$ cat config.mk
export PLATFORM = sky130hd
export DESIGN_NAME = div_unit_top
export DESIGN_NICKNAME = d
export VERILOG_FILES = /design/src/logic/div_pkg.sv /design/src/logic/div_unit_top.sv /design/src/logic/div_wb_regs.sv /design/src/logic/radix8_long_div.sv
export VERILOG_INCLUDE_DIRS = /design/src /design/src/include
export SDC_FILE = /design/constraint.sdc
export NUM_CORES = 1
export LEC_CHECK = 0
export ABC_AREA = 0
export CAP_MARGIN = 10
export CORE_MARGIN = 8
export CORE_UTILIZATION = 30
export DETAILED_ROUTE_END_ITERATION = 8
export DONT_BUFFER_PORTS = 1
export GPL_TIMING_DRIVEN = 0
export PLACE_DENSITY_LB_ADDON = 0.2
export REMOVE_ABC_BUFFERS = 1
export SKIP_LAST_GASP = 1
export SLEW_MARGIN = 20
export SYNTH_ARGS = -nofsm -noshare
export SYNTH_HDL_FRONTEND = slang
export SYNTH_SLANG_ARGS = --single-unit
$ cat constraint.sdc
create_clock -name clk -period 12.5 [get_ports clk]
set_input_delay 2.5 -clock clk [delete_from_list [all_inputs] [get_ports clk]]
set_output_delay 2.5 -clock clk [all_outputs]
set_load 0.01 [all_outputs]
$ cat src/include/div_macros.svh
`ifndef DIV_MACROS_SVH
`define DIV_MACROS_SVH

// operand widths of the divide unit
`define DIV_DIVIDEND_WIDTH 16
`define DIV_DIVISOR_WIDTH 8

// radix-8 long division, one digit per cycle
`define DIV_DIGIT_BITS 3
// 6 digits cover 18 bits, dividend gets 2 zero bits on top
`define DIV_DIGITS 6

// wishbone word address and data widths
`define WB_ADR_WIDTH 4
`define WB_DATA_WIDTH 32

`endif

$ cat src/logic/div_pkg.sv
`include "div_macros.svh"

package div_pkg;

	// packed so that the layout matches the operand register
	// dividend in the low bits, divisor above it
	typedef struct packed {
		logic [`DIV_DIVISOR_WIDTH-1:0]  divisor;
		logic [`DIV_DIVIDEND_WIDTH-1:0] dividend;
	} div_operands_t;

	typedef struct packed {
		logic                           div_by_zero;
		logic [`DIV_DIVISOR_WIDTH-1:0]  remainder;
		logic [`DIV_DIVIDEND_WIDTH-1:0] quotient;
	} div_result_t;

	// everything the bus master drives
	typedef struct packed {
		logic                     cyc;
		logic                     stb;
		logic                     we;
		logic [`WB_ADR_WIDTH-1:0] adr;
		logic [`WB_DATA_WIDTH-1:0] dat;
	} wb_req_t;

	// everything the slave drives back
	typedef struct packed {
		logic                      ack;
		logic [`WB_DATA_WIDTH-1:0] dat;
	} wb_rsp_t;

	typedef enum logic {
		DIV_IDLE,
		DIV_WORK
	} div_state_e;

	// word addresses of the register block
	// operands: write only, a write starts a division
	// status: read only, busy / done / div_by_zero in bits 0..2
	// result: read only, reading clears done
	typedef enum logic [`WB_ADR_WIDTH-1:0] {
		REG_OPERANDS = 4'd0,
		REG_STATUS   = 4'd1,
		REG_RESULT   = 4'd2
	} wb_reg_e;

endpackage

$ cat src/logic/div_unit_top.sv
module div_unit_top
	import div_pkg::*;
(
	input  logic    clk,
	input  logic    rst_n,
	input  wb_req_t wb_in,
	output wb_rsp_t wb_out
);

	logic          start;
	div_operands_t operands;
	logic          ready;
	div_result_t   result;
	logic          result_valid;

	// bus side, status and result registers
	div_wb_regs u_regs (
		.clk          (clk),
		.rst_n        (rst_n),
		.wb_in        (wb_in),
		.wb_out       (wb_out),
		.ready        (ready),
		.result       (result),
		.result_valid (result_valid),
		.start        (start),
		.operands     (operands)
	);

	// iterative divider, one division in flight
	radix8_long_div u_div (
		.clk          (clk),
		.rst_n        (rst_n),
		.start        (start),
		.operands     (operands),
		.ready        (ready),
		.result       (result),
		.result_valid (result_valid)
	);

endmodule

$ cat src/logic/div_wb_regs.sv
`include "div_macros.svh"

module div_wb_regs
	import div_pkg::*;
(
	input  logic          clk,
	input  logic          rst_n,
	input  wb_req_t       wb_in,
	output wb_rsp_t       wb_out,
	input  logic          ready,
	input  div_result_t   result,
	input  logic          result_valid,
	output logic          start,
	output div_operands_t operands
);

	localparam int DATA_W = `WB_DATA_WIDTH;
	localparam int OPS_W  = $bits(div_operands_t);

	logic              req;
	wb_reg_e           reg_sel;
	logic              op_write;
	// request seen and waiting for its ack edge
	logic              active_q;
	logic              finish;
	logic              launch;

	logic              ack_q;
	logic [DATA_W-1:0] rdata_q;
	logic              start_q;
	logic              busy_q;
	logic              done_q;
	div_result_t       result_q;
	div_operands_t     operands_q;

	assign req      = wb_in.cyc && wb_in.stb;
	assign reg_sel  = wb_reg_e'(wb_in.adr);
	assign op_write = wb_in.we && (reg_sel == REG_OPERANDS);

	// operand writes stall until the core is idle
	assign finish = active_q && req && (!op_write || ready);
	assign launch = finish && op_write;

	assign wb_out   = '{ack: ack_q, dat: rdata_q};
	assign start    = start_q;
	assign operands = operands_q;

	always_ff @(posedge clk)
	begin
		if (!rst_n)
		begin
			active_q <= 1'b0;
			ack_q    <= 1'b0;
			rdata_q  <= '0;
			start_q  <= 1'b0;
			busy_q   <= 1'b0;
			done_q   <= 1'b0;
			result_q <= '0;
		end
		else
		begin
			ack_q   <= 1'b0;
			start_q <= 1'b0;

			// stb may linger for the cycle after ack
			if (req && !active_q && !ack_q)
			begin
				active_q <= 1'b1;
			end
			else if (active_q && !req)
			begin
				active_q <= 1'b0;
			end

			if (finish)
			begin
				active_q <= 1'b0;
				ack_q    <= 1'b1;
				rdata_q  <= '0;
				if (!wb_in.we)
				begin
					case (reg_sel)
						REG_STATUS:
						begin
							rdata_q <= DATA_W'({result_q.div_by_zero, done_q, busy_q});
						end
						REG_RESULT:
						begin
							rdata_q <= DATA_W'({result_q.remainder, result_q.quotient});
							done_q  <= 1'b0;
						end
						default:
						begin
							rdata_q <= '0;
						end
					endcase
				end
			end

			// capture wins over a read clear on the same edge
			if (result_valid)
			begin
				result_q <= result;
				busy_q   <= 1'b0;
				done_q   <= 1'b1;
			end

			// a new division hides the result that just landed
			if (launch)
			begin
				start_q <= 1'b1;
				busy_q  <= 1'b1;
				done_q  <= 1'b0;
			end
		end
	end

	always_ff @(posedge clk)
	begin
		if (launch)
		begin
			operands_q <= div_operands_t'(wb_in.dat[OPS_W-1:0]);
		end
	end

	ack_single_cycle: assert property (
		@(posedge clk) disable iff (!rst_n)
		wb_out.ack |=> !wb_out.ack
	) else $error("ack high on two cycles in a row");

	// the master holds its strobe until it has seen ack
	ack_inside_cycle: assert property (
		@(posedge clk) disable iff (!rst_n)
		wb_out.ack |-> (wb_in.cyc && wb_in.stb)
	) else $error("ack without cyc and stb");

endmodule

$ cat src/logic/radix8_long_div.sv
`include "div_macros.svh"

module radix8_long_div
	import div_pkg::*;
(
	input  logic          clk,
	input  logic          rst_n,
	input  logic          start,
	input  div_operands_t operands,
	output logic          ready,
	output div_result_t   result,
	output logic          result_valid
);

	localparam int DVD_W   = `DIV_DIVIDEND_WIDTH;
	localparam int DVS_W   = `DIV_DIVISOR_WIDTH;
	localparam int DIGIT_W = `DIV_DIGIT_BITS;
	localparam int EXT_W   = `DIV_DIGITS * `DIV_DIGIT_BITS;
	localparam int PART_W  = DVS_W + DIGIT_W;
	localparam int RADIX   = 1 << DIGIT_W;
	localparam int IDX_W   = $clog2(`DIV_DIGITS);

	div_state_e                       state;
	logic [IDX_W-1:0]                 digit_idx;
	// all digits are in, publish on the next edge
	logic                             last_digit;

	logic [EXT_W-1:0]                 dividend_q;
	logic [DVS_W-1:0]                 divisor_q;
	logic                             dbz_q;
	logic [RADIX-1:0][PART_W-1:0]     mult_q;
	logic [DVS_W-1:0]                 rem_q;
	logic [EXT_W-1:0]                 quot_q;

	logic                             accept;
	logic                             divisor_zero;
	logic [DVS_W-1:0]                 divisor_eff;
	logic [PART_W-1:0]                partial;
	logic [DIGIT_W-1:0]               digit;
	logic [PART_W-1:0]                rem_next;

	// largest k with k * divisor <= partial, three compares deep
	function automatic logic [DIGIT_W-1:0] pick_digit(
		input logic [PART_W-1:0]             part,
		input logic [RADIX-1:0][PART_W-1:0] mult
	);
		logic [DIGIT_W-1:0] d;
		d[2] = (mult[4] <= part);
		d[1] = (mult[{d[2], 2'b10}] <= part);
		d[0] = (mult[{d[2:1], 1'b1}] <= part);
		return d;
	endfunction

	assign ready  = (state == DIV_IDLE);
	assign accept = start && ready;

	// divide by zero runs as 0 / 1 so quotient and remainder end up 0
	assign divisor_zero = (operands.divisor == '0);
	assign divisor_eff  = divisor_zero ? DVS_W'(1) : operands.divisor;

	// bring down the next 3 dividend bits
	assign partial  = {rem_q, dividend_q[digit_idx * DIGIT_W +: DIGIT_W]};
	assign digit    = pick_digit(partial, mult_q);
	assign rem_next = partial - mult_q[digit];

	assign result = '{
		quotient:    quot_q[DVD_W-1:0],
		remainder:   rem_q,
		div_by_zero: dbz_q
	};

	always_ff @(posedge clk)
	begin
		if (!rst_n)
		begin
			state        <= DIV_IDLE;
			digit_idx    <= '0;
			last_digit   <= 1'b0;
			result_valid <= 1'b0;
		end
		else
		begin
			result_valid <= 1'b0;
			case (state)
				DIV_IDLE:
				begin
					if (accept)
					begin
						state      <= DIV_WORK;
						digit_idx  <= IDX_W'(`DIV_DIGITS - 1);
						last_digit <= 1'b0;
					end
				end
				DIV_WORK:
				begin
					if (last_digit)
					begin
						state        <= DIV_IDLE;
						last_digit   <= 1'b0;
						result_valid <= 1'b1;
					end
					else
					begin
						digit_idx  <= digit_idx - 1'b1;
						last_digit <= (digit_idx == '0);
					end
				end
			endcase
		end
	end

	always_ff @(posedge clk)
	begin
		if (accept)
		begin
			dividend_q <= divisor_zero ? '0 : EXT_W'(operands.dividend);
			divisor_q  <= divisor_eff;
			dbz_q      <= divisor_zero;
			rem_q      <= '0;
			quot_q     <= '0;
			for (int k = 0; k < RADIX; k++)
			begin
				mult_q[k] <= PART_W'(k) * PART_W'(divisor_eff);
			end
		end
		else if (state == DIV_WORK && !last_digit)
		begin
			// digits arrive msb first, shift them in from the right
			quot_q <= {quot_q[EXT_W-DIGIT_W-1:0], digit};
			rem_q  <= rem_next[DVS_W-1:0];
		end
	end

	// the register block must wait for ready before it starts a division
	start_only_when_ready: assert property (
		@(posedge clk) disable iff (!rst_n)
		start |-> ready
	) else $error("start raised while the divider is busy");

	result_valid_single: assert property (
		@(posedge clk) disable iff (!rst_n)
		result_valid |=> !result_valid
	) else $error("result_valid held longer than one cycle");

	remainder_in_range: assert property (
		@(posedge clk) disable iff (!rst_n)
		(result_valid && !result.div_by_zero) |-> (result.remainder < divisor_q)
	) else $error("remainder not below divisor");

endmodule

==> summary.md, run 1 <==
| Metric | Value |
|---|---|
| Status | finished clean |
| Slowest CP cell | nor3_1 |
| Sw Ratio | roughly a third |
| Clock share of power | 30.5% |
| I/O pin count | 74 |
| Max VDD drop | 0.09071 mV |
| Worst Hold Slack | 0.4690 ns |
| Placed wire-length estimate | roughly 13000 um |
| Post-route ant nets | 0 |
| EDFF count, synth | 76 |
| Die W | 182.3 um |
| Synth Area per Inst | 11.03 um^2 |
| Worst EP arrival | 9.43 ns |
| MaxCap Viol Count | 0 |
| Critical Path Start Type | flop |
| Post-synth top area cell | edfxtp_1 |
| Clk root buf | clkbuf_16 |
| Int Power | 1090 uW |
| CP max FO | 23 |
| Cell row count | 61 |
| Final setup violation count | 0 |
| Final core occ | 34.08% |
| Initial Utilization | 30.18% |
| TritonRoute pass-1 iters | 4 |
| Largest net degree at the start of global routing | 34 |
| CORE AREA | around 27000 um^2 |
| Synth area leaders | edfxtp_1 28%, dfxtp_1 20%, ha_1 10%, mux2i_1 7.6%, a22o_1 4.0% |
| Clock sinks | 160 |
| Drt drc | 0 |
| CTS Buf Count | 17 |
| Slew headroom | roughly a quarter |
| Buffers & Inverters on Critical Path | 3 |
| Main synth FF type | dfxtp_1 |
| Async SR Flop Fraction | 0% |
| H-tree level count | 4 |
| Worst stage delay on the critical path | roughly 0.9 ns |
| Die area | 33220 um^2 |
| Wire length per cell | 16.15 um |
| Req. time, crit path | between 10 and 15 ns |
| Slew @ Worst Pin | 1.092 ns |
| Pwr dens | 177.9 nW/um^2 |
| Antenna diodes | 0 |
| Tightest Hold Check Type | reg2reg |
| Net count, final | about 870 |
| Setup CP Type | reg2reg |
| Synth unique cells | 58 |
| Synth-to-Final Area Change | 12.90% |
| Die height | about 180 um |
| Period utilization | 72.94% |
| Synth top area share | 27.52% |
| RSZ-0062 raised after global routing | no |
| Initial antenna violation count | 0 |
| Ys Warns | 0 |
| Sequential fraction of the synthesis area | 47.80% |
| Post-CTS sizing | 0 |
| Vias in the first global route | 5359 |
| Clock latency at the later pin of the worst-skew pair | 0.43 ns |
| Detailed Route WL | 17890 um |
| Max Root-Sink Buffers | 2 |
| CTS tree | done |
| CP endpoint kind | flop |
| P_leak | roughly 0.0037 uW |
| Final Max Slew Viols | 0 |
| Cell Area, Synth | between 8000 and 9000 um^2 |
| Aggregate global routing overflow | 0 |
| First DRT Iteration DRCs | roughly 280 |
| Fraction of layout cells with a size suffix above 1 | 8.661% |
| Seq cells post-synth | 160 |
| Setup bufs post-CTS | 0 |
| Final Wtd Congestion | 0.7684 |
| Worst Skew | 0.01337 ns |
| Via density per instance | 4.803 |
| Register share of total power | around a third |
| Max Clk Rate | 109.7 MHz |
| First-pass GRT wire length | between 20000 and 30000 um |
| Syn Inst Count | 752 |
| Largest delay contributor family on the critical path | simple AND/OR/NAND/NOR gates |
| Reg clk slew, reported paths | 0.07 ns |
| Total track usage | ~11% |
| Post-route minimum period | roughly 9 ns |
| Vias | 5322 |
| Combinational power share | 35.6% |
| Hold Buf Count CTS | 0 |
| # fillers | 2759 |
| Count of input and output buffers | 0 |
| Final Hold Viols | 0 |
| Sw Pwr | around 580 uW |
[through the flow]
stage          area, um^2  total power [uW]  std cells  setup slack, ns  setup TNS, ns
5_1_grt              9363              1773       1108            2.646              0
3_5_place_dp         8787              1172       1076            3.383              0
4_1_cts              9363              1690       1108            3.338              0
6_report             9363              1666       1108            3.383              0
2_1_floorplan        8133              1018        720            3.141              0
3_3_place_gp         8566              1148       1066         -0.06539       -0.06539
[kinds of logic after synthesis]
group	count (synthesis)	share of synthesized area [%]
muxes	70	8.690
buffers and inverters	93	4.692
and+or+nand+nor	170	10.03
other	1	0.04522
AOI/OAI and AO/OA	156	13.67
adders and majority gates	77	12.43
xor gates and xnor gates	25	2.640
DFF	160	47.80
[layer usage]
layer	share of wire, %	GRT usage [%]
met2	47	18.10
met1	48	14.13
met4	1.4	3.509
met5	0	0
met3	3.4	2.645
[cells in the final DEF (no fill, tap or decap), types with 9 or more instances in the layout]
master / instances
nor2_1: 56
o21ai_0: 18
a211oi_1: 12
mux2i_1: 63
a22o_1: 38
ha_1: 68
fa_1: 9
inv_1: 52
clkbuf_16: 18
and2_1: 28
o21bai_1: 9
xnor2_1: 22
nand2_1: 34
edfxtp_1: 76
a21oi_1: 33
dfxtp_1: 83
a21o_1: 10
[Yosys cell counts (2+ instances only)]
| library cell | number |
|---|---|
| dfxtp_1 | 84 |
| edfxtp_1 | 76 |
| ha_1 | 68 |
| mux2i_1 | 63 |
| nor2_1 | 59 |
| inv_1 | 53 |
| a22o_1 | 38 |
| nand2_1 | 34 |
| a21oi_1 | 33 |
| and2_1 | 29 |
| clkbuf_1 | 24 |
| xnor2_1 | 22 |
| o21ai_0 | 18 |
| a211oi_1 | 12 |
| a21o_1 | 10 |
| buf_4 | 9 |
| fa_1 | 9 |
| o21bai_1 | 9 |
| nor3_1 | 8 |
| nand3b_1 | 7 |
| a31oi_1 | 6 |
| mux2_2 | 6 |
| nand2b_1 | 6 |
| nand3_1 | 6 |
| buf_2 | 5 |
| nor2b_1 | 5 |
| o2bb2ai_1 | 5 |
| and3_1 | 4 |
| a222oi_1 | 3 |
| nand4_1 | 3 |
| o22ai_1 | 3 |
| o311ai_0 | 3 |
| xor2_1 | 3 |
| a21boi_0 | 2 |
| a31o_2 | 2 |
| nor4_1 | 2 |
| o21a_1 | 2 |
[power by group through the flow]
| stage | Clock (uW) | Sequential, uW | Combinational [uW] |
|---|---|---|---|
| after floorplan | 0 | 571 | 447 |
| after global routing | 546 | 565 | 662 |
| after detailed placement | 0 | 576 | 596 |
| after global placement | 0 | 576 | 573 |
| after CTS | 527 | 564 | 599 |
| final | 509 | 564 | 593 |
[state kept, by name, indices dropped and copies added, names as in the netlist, 3 cells and up]
| signal | cells |
|---|---|
| u_div.digit_idx | 3 |
| u_div.dividend_q | 16 |
| u_div.mult_q | 35 |
| u_div.quot_q | 16 |
| u_div.rem_q | 8 |
| u_regs.operands | 24 |
| u_regs.rdata_q | 24 |
| u_regs.result_q | 25 |
[worst paths after layout]
kind,from,end,slack (ns),cells past startpoint
setup / recovery,u_div.digit_idx[0]$_SDFFE_PN0P_,u_div.rem_q[7]$_SDFFE_PP0P_,3.38,31
hold / removal,u_regs.busy_q$_SDFFE_PN0P_,u_regs.busy_q$_SDFFE_PN0P_,0.47,2
setup reg to reg,u_div.digit_idx[0]$_SDFFE_PN0P_,u_div.rem_q[7]$_SDFFE_PP0P_,3.38,31
hold reg to reg,u_regs.busy_q$_SDFFE_PN0P_,u_regs.busy_q$_SDFFE_PN0P_,0.47,2
[tightest hold or removal path, delay by kind of cell, from the launching register on]
kind             cells  cell delay [ns]
AO/OA/AOI/OAI        1             0.05
flip-flops           1             0.32
AND/OR/NAND/NOR      1             0.05
[cell type report]
class / count / area [um^2] / share of cell area [%]
tap: 346 / 432.9 / 4.624
sequential: 160 / 3965 / 42.35
multi-input combinational: 506 / 4005 / 42.78
inverter: 54 / 202.7 / 2.165
clock buffer: 19 / 464.2 / 4.958
clock inverter: 13 / 111.4 / 1.189
timing repair buffer: 10 / 181.4 / 1.938
No activity file was read; power rests on OpenSTA's default activity.
==> run 2: changes to the inputs <==
clock period = 8.5 ns   (was 12.5 ns; I/O delays follow)
==> summary.md, run 2 (same netlist as run 1, synthesis figures left out) <==
| Metric | Value |
|---|---|
| Status | finished clean |
| Fraction of layout cells with a size suffix above 1 | a little under an eighth |
| Tightest Hold Check Type | reg2reg |
| Most used cell, CP | ha_1 |
| Pwr dens | 268.9 nW/um^2 |
| Highest Signal Layer | met4 |
| Max VDD drop | 0.1321 mV |
| Final Hold Viols | 0 |
| Die area | 33220 um^2 |
| Clock share of power | 29.3% |
| Wire length per cell | 16.16 um |
| Max reg flops | 35 |
| Reg clk slew, reported paths | 0.07 ns |
| Metal3 WL | 648 um |
| CORE AREA | 27480 um^2 |
| Clock sinks | 160 |
| Req. time, crit path | ~8.8 ns |
| H-tree level count | 4 |
| Synth-to-Final Area Change | 14.50% |
| Slew @ Worst Pin | 0.6795 ns |
| Count of input and output buffers | 0 |
| Combinational power share | 38.2% |
| TritonRoute pass-1 iters | 4 |
| Post-route ant nets | 0 |
| Slew headroom | 54.70% |
| Int Power | 1675 uW |
| Final Wtd Congestion | between 0.7 and 0.8 |
| Metal2 WL | 8419 um |
| Top reg by flops | u_div.mult_q |
| Vias in the first global route | 5386 |
| Max Root-Sink Buffers | 2 |
| CTS tree | done |
| Die height | 182.3 um |
| Register share of total power | 32.5% |
| MaxCap Viol Count | 0 |
| Max Clk Rate | 125.1 MHz |
| Commonest non-fill, non-tap cell in the layout | dfxtp_1 |
| Buffers & Inverters on Critical Path | 4 |
| # fillers | 2752 |
| Via density per instance | ~4.8 |
| Storage element area | roughly 4000 um^2 |
| Aggregate global routing overflow | 0 |
| Metal1 wirelength | 8751 um |
| Initial Utilization | 30.18% |
| Drt drc | 0 |
| Placed wire-length estimate | 13430 um |
| Hold Buf Count CTS | 0 |
| Hold Path End | u_regs.busy_q$_SDFFE_PN0P_ |
| R2r worst-path depth | 31 |
| Hold depth | 2 |
| Worst EP arrival | 8.30 ns |
| Top flop regs | u_div.mult_q x35, u_regs.result_q x25 |
| Largest net degree at the start of global routing | 34 |
| Critical Path Start Type | flop |
| Die W | 182.3 um |
| Initial antenna violation count | 0 |
| First DRT Iteration DRCs | 284 |
| Worst stage delay on the critical path | 0.56 ns |
| Pwr Total | 2553 uW |
| Final Max Slew Viols | 0 |
| Slowest CP cell | nor3_2 |
| Setup CP Type | reg2reg |
| P_leak | ~0.0038 uW |
| Worst Skew | 0.01389 ns |
| R2R setup slack | 0.51 ns |
| First-pass GRT wire length | ~29000 um |
| Antenna diodes | 0 |
| Total track usage | between 10% and 20% |
| Clk root buf | clkbuf_16 |
| Net count, final | 877 |
| Worst flop-to-flop path startpoint | u_div.digit_idx[0]$_SDFFE_PN0P_ |
| Period utilization | 94.01% |
| Vias | 5367 |
| CP endpoint kind | flop |
| CP max FO | 23 |
| RSZ-0062 raised after global routing | no |
| CTS Buf Count | 17 |
| I/O pin count | 74 |
| Multi-input logic area | 4048 um^2 |
| Most frequent cells in the layout | 81 x dfxtp_1, 76 x edfxtp_1, 68 x ha_1 |
| R2r endpoint | u_div.rem_q[7]$_SDFFE_PP0P_ |
| Clock latency at the later pin of the worst-skew pair | 0.43 ns |
| Sw Pwr | 878.1 uW |
| Post-route minimum period | 7.990 ns |
| Largest delay contributor family on the critical path | simple AND/OR/NAND/NOR gates |
| Final setup violation count | 0 |
| Final core occ | 34.56% |
| HP Start | u_regs.busy_q$_SDFFE_PN0P_ |
| Cell row count | 61 |
| Sw Ratio | 34.39% |
| Detailed Route WL | 18070 um |
[run 2: area by class of cell]
| cell class | count | area share (%) |
|---|---|---|
| Inverter | 54 | 2.135 |
| Multi-Input combinational cell | 506 | 42.63 |
| Timing Repair Buffer | 20 | 2.833 |
| Sequential cell | 160 | 41.78 |
| Clock inverter | 13 | 1.173 |
| Clock buffer | 19 | 4.889 |
| Tap cell | 346 | 4.559 |
[run 2: power by group through the flow]
| stage | Combinational [uW] | Clock, uW | Sequential [uW] |
|---|---|---|---|
| finish | 974 | 749 | 830 |
| global route | 1070 | 803 | 832 |
| CTS | 956 | 775 | 830 |
| detailed placement | 877 | 0 | 847 |
| global placement | 842 | 0 | 847 |
| floorplan | 658 | 0 | 839 |
[run 2: worst register-to-register path: cells and delay by family, from the launching register on]
family | cells | cell delay, ns
xor+xnor | 1 | 0.23
simple gates | 10 | 2.14
buf+inv | 4 | 0.68
compound gates | 9 | 2.13
fa+ha+maj | 3 | 0.96
flops | 1 | 0.47
mux | 4 | 1.28
[run 2: metrics by stage]
stage / setup TNS, ns / worst slack (ns) / std cells / instance area [um^2] / hold slack, ns
after floorplan: -2.211 / -0.8590 / 720 / 8133 / 0.4313
after global routing: 0 / 0.01570 / 1118 / 9495 / 0.4801
final: 0 / 0.5095 / 1118 / 9495 / 0.4688
after detailed placement: -1.164 / -0.6171 / 1076 / 8787 / 0.4580
after CTS: 0 / 0.05624 / 1116 / 9442 / 0.4713
after global placement: -26.82 / -4.065 / 1066 / 8566 / 0.4531
[run 2: worst max path at each step]
stage,cells past startpoint,slack [ns],startpoint,to
after global routing,34,0.02,u_div.digit_idx[0]$_SDFFE_PN0P_,u_div.rem_q[7]$_SDFFE_PP0P_
after detailed placement,32,-0.62,u_div.digit_idx[0]$_SDFFE_PN0P_,u_div.rem_q[7]$_SDFFE_PP0P_
after CTS,37,0.06,u_div.digit_idx[2]$_SDFFE_PN0P_,u_div.rem_q[7]$_SDFFE_PP0P_
final,31,0.51,u_div.digit_idx[0]$_SDFFE_PN0P_,u_div.rem_q[7]$_SDFFE_PP0P_
after floorplan,30,-0.86,u_div.digit_idx[0]$_SDFFE_PN0P_,u_div.rem_q[7]$_SDFFE_PP0P_
after global placement,30,-4.07,u_div.digit_idx[0]$_SDFFE_PN0P_,u_div.rem_q[7]$_SDFFE_PP0P_
[run 2: per-layer routing]
layer | GRT usage (%) | vias up
met5 | 0 | -
li1 | - | 2710
met3 | 2.645 | 16
met4 | 3.509 | 0
met1 | 14.23 | 2566
met2 | 18.10 | 75
[run 2: repair_timing]
item,in CTS,in global routing
resized for setup,2,10
pin swaps,2,2
buffers inserted,8,2
setup endpoints to repair,4,3
==> run 3: changes to the inputs <==
GPL_TIMING_DRIVEN = default   (was 0)
==> summary.md, run 3 (same netlist as run 1, synthesis figures left out) <==
| Metric | Value |
|---|---|
| Total track usage | 11.13% |
| R2R setup slack | approximately 0.7 ns |
| CTS tree | done |
| Initial antenna violation count | 0 |
| Final Wtd Congestion | 0.7721 |
| Worst stage delay on the critical path | ~0.4 ns |
| Count of input and output buffers | 0 |
| Slew @ Worst Pin | 1.074 ns |
| Hold depth | 1 |
| Post-layout worst setup margin | approximately 0.7 ns |
| Hold Buf Count CTS | 0 |
| Worst flop-to-flop path startpoint | u_div.digit_idx[0]$_SDFFE_PN0P_ |
| Worst Skew | approximately 0.011 ns |
| Max Root-Sink Buffers | 2 |
| Fraction of layout cells with a size suffix above 1 | about 11% |
| Max VDD drop | 0.1408 mV |
| Worst EP arrival | 8.12 ns |
| Net count, final | 880 |
| Post-route ant nets | 0 |
| MaxCap Viol Count | 0 |
| Post-route setup TNS | 0 ns |
| Max reg flops | 35 |
| Top flop regs | u_div.mult_q x35, u_regs.result_q x25 |
| Final Hold Viols | 0 |
| Req. time, crit path | 8.82 ns |
| Slew headroom | between 20% and 30% |
| Vias | between 5000 and 6000 |
| CORE AREA | 27480 um^2 |
| Detailed Route WL | 17840 um |
| Clock sinks | 160 |
| Aggregate global routing overflow | 0 |
| Die area | 33220 um^2 |
| Wire length per cell | ~16 um |
| Tightest Hold Check Type | reg2reg |
| Die height | around 180 um |
| CP endpoint kind | flop |
| H-tree level count | 4 |
| Period utilization | between 90 and 100% |
| Initial Utilization | 30.18% |
| Top reg by flops | u_div.mult_q |
| CTS Buf Count | 17 |
| Most frequent cells in the layout | 83 x dfxtp_1, 76 x edfxtp_1, 68 x ha_1 |
| Die W | around 180 um |
| Max Clk Rate | 128.2 MHz |
| First DRT Iteration DRCs | 252 |
| First-pass GRT wire length | 29150 um |
| I/O pin count | 74 |
| Post-route minimum period | 7.803 ns |
| R2r endpoint | u_div.rem_q[7]$_SDFFE_PP0P_ |
| Synth-to-Final Area Change | 13.67% |
| Reg clk slew, reported paths | 0.07 ns |
| Slowest CP cell | a221oi_1 |
| Clock latency at the later pin of the worst-skew pair | 0.43 ns |
| Drt drc | 0 |
| Critical Path Start Type | flop |
| Pwr dens | 272.8 nW/um^2 |
| Placed wire-length estimate | 13030 um |
| HP Start | u_div.result_valid$_SDFF_PN0_ |
| Pre-CTS setup slack | 0.06319 ns |
| TritonRoute pass-1 iters | 4 |
| Hold Path End | u_regs.busy_q$_SDFFE_PN0P_ |
| Largest net degree at the start of global routing | 57 |
| Status | finished clean |
| Final setup violation count | 0 |
| P_leak | about 0.0038 uW |
| Clk root buf | clkbuf_16 |
| Setup CP Type | reg2reg |
| R2r worst-path depth | 36 |
| Final Max Slew Viols | 0 |
| CP max FO | 28 |
| Vias in the first global route | 5342 |
| Antenna diodes | 0 |
| Via density per instance | between 4 and 5 |
| Commonest non-fill, non-tap cell in the layout | dfxtp_1 |
| Cell row count | 61 |
[run 3: changes by cell type in the layout (fill, tap and decap cells not counted), sizes merged]
cell / before / now
clkbuf: 19 / 18
buf: 20 / 23
clkinv: 2 / 4
bufinv: 0 / 1
inv: 63 / 62
clkinvlp: 2 / 1
[run 3: repair_timing]
action / 4_1_cts / 5_1_grt
setup buffers: 0 / 3
resized for setup: 0 / 10
endpoints found under the hold margin: 0 / 0
endpoints found under the setup margin: 0 / 4
[run 3: report_power, final]
group,internal (uW),total [uW],switching [uW]
registers,814,829,15.4
logic,458,965,507
clock network,432,777,345
total,1700,2570,867
[run 3: stage by stage]
| step | std cells | utilization, % | instance area (um^2) | hold slack [ns] | total power [uW] |
|---|---|---|---|---|---|
| finish | 1121 | 34.31 | 9427 | 0.4465 | 2571 |
| global route | 1121 | 34.31 | 9427 | 0.4603 | 2746 |
| CTS | 1118 | 34.07 | 9361 | 0.4504 | 2581 |
| detailed placement | 1086 | 31.90 | 8765 | 0.4433 | 1799 |
| global placement | 1086 | 31.90 | 8765 | 0.4331 | 1789 |
| floorplan | 720 | - | 8133 | 0.4313 | 1497 |
[run 3: critical path: cells and delay by family (launching register included)]
| kind | cells | cell delay (ns) |
|---|---|---|
| flops | 1 | 0.38 |
| simple gates | 9 | 1.37 |
| buf+inv | 4 | 0.84 |
| fa+ha+maj | 4 | 1.05 |
| mux | 5 | 1.16 |
| compound gates | 13 | 2.60 |
| xor+xnor | 1 | 0.23 |
[run 3: final cells by class]
type	instances	area (um^2)
clock buffers	18	450.4
clock inverters	14	146.4
fillers	2742	18050
inverters	54	202.7
multi-input cells	506	4031
flip-flops and latches	160	3965
well taps	346	432.9
repair buffers	23	197.7
[run 3: layer usage]
metal	up-vias	track usage (%)	routed length [um]
met5	-	0	0
met1	2531	14.43	8800
li1	2722	-	-
met4	0	3.345	179
met3	10	2.565	521
met2	69	18.21	8342
[run 3: worst max path at each step]
stage,from,to,slack [ns],cells past startpoint
after global routing,u_div.digit_idx[2]$_SDFFE_PN0P_,u_div.rem_q[7]$_SDFFE_PP0P_,-0.007,37
after global placement,u_div.digit_idx[0]$_SDFFE_PN0P_,u_div.rem_q[7]$_SDFFE_PP0P_,0.1,33
after detailed placement,u_div.digit_idx[0]$_SDFFE_PN0P_,u_div.rem_q[7]$_SDFFE_PP0P_,0.06,33
after floorplan,u_div.digit_idx[0]$_SDFFE_PN0P_,u_div.rem_q[7]$_SDFFE_PP0P_,-0.86,30
after CTS,u_div.digit_idx[0]$_SDFFE_PN0P_,u_div.rem_q[7]$_SDFFE_PP0P_,0.04,33
final,u_div.digit_idx[0]$_SDFFE_PN0P_,u_div.rem_q[7]$_SDFFE_PP0P_,0.70,36
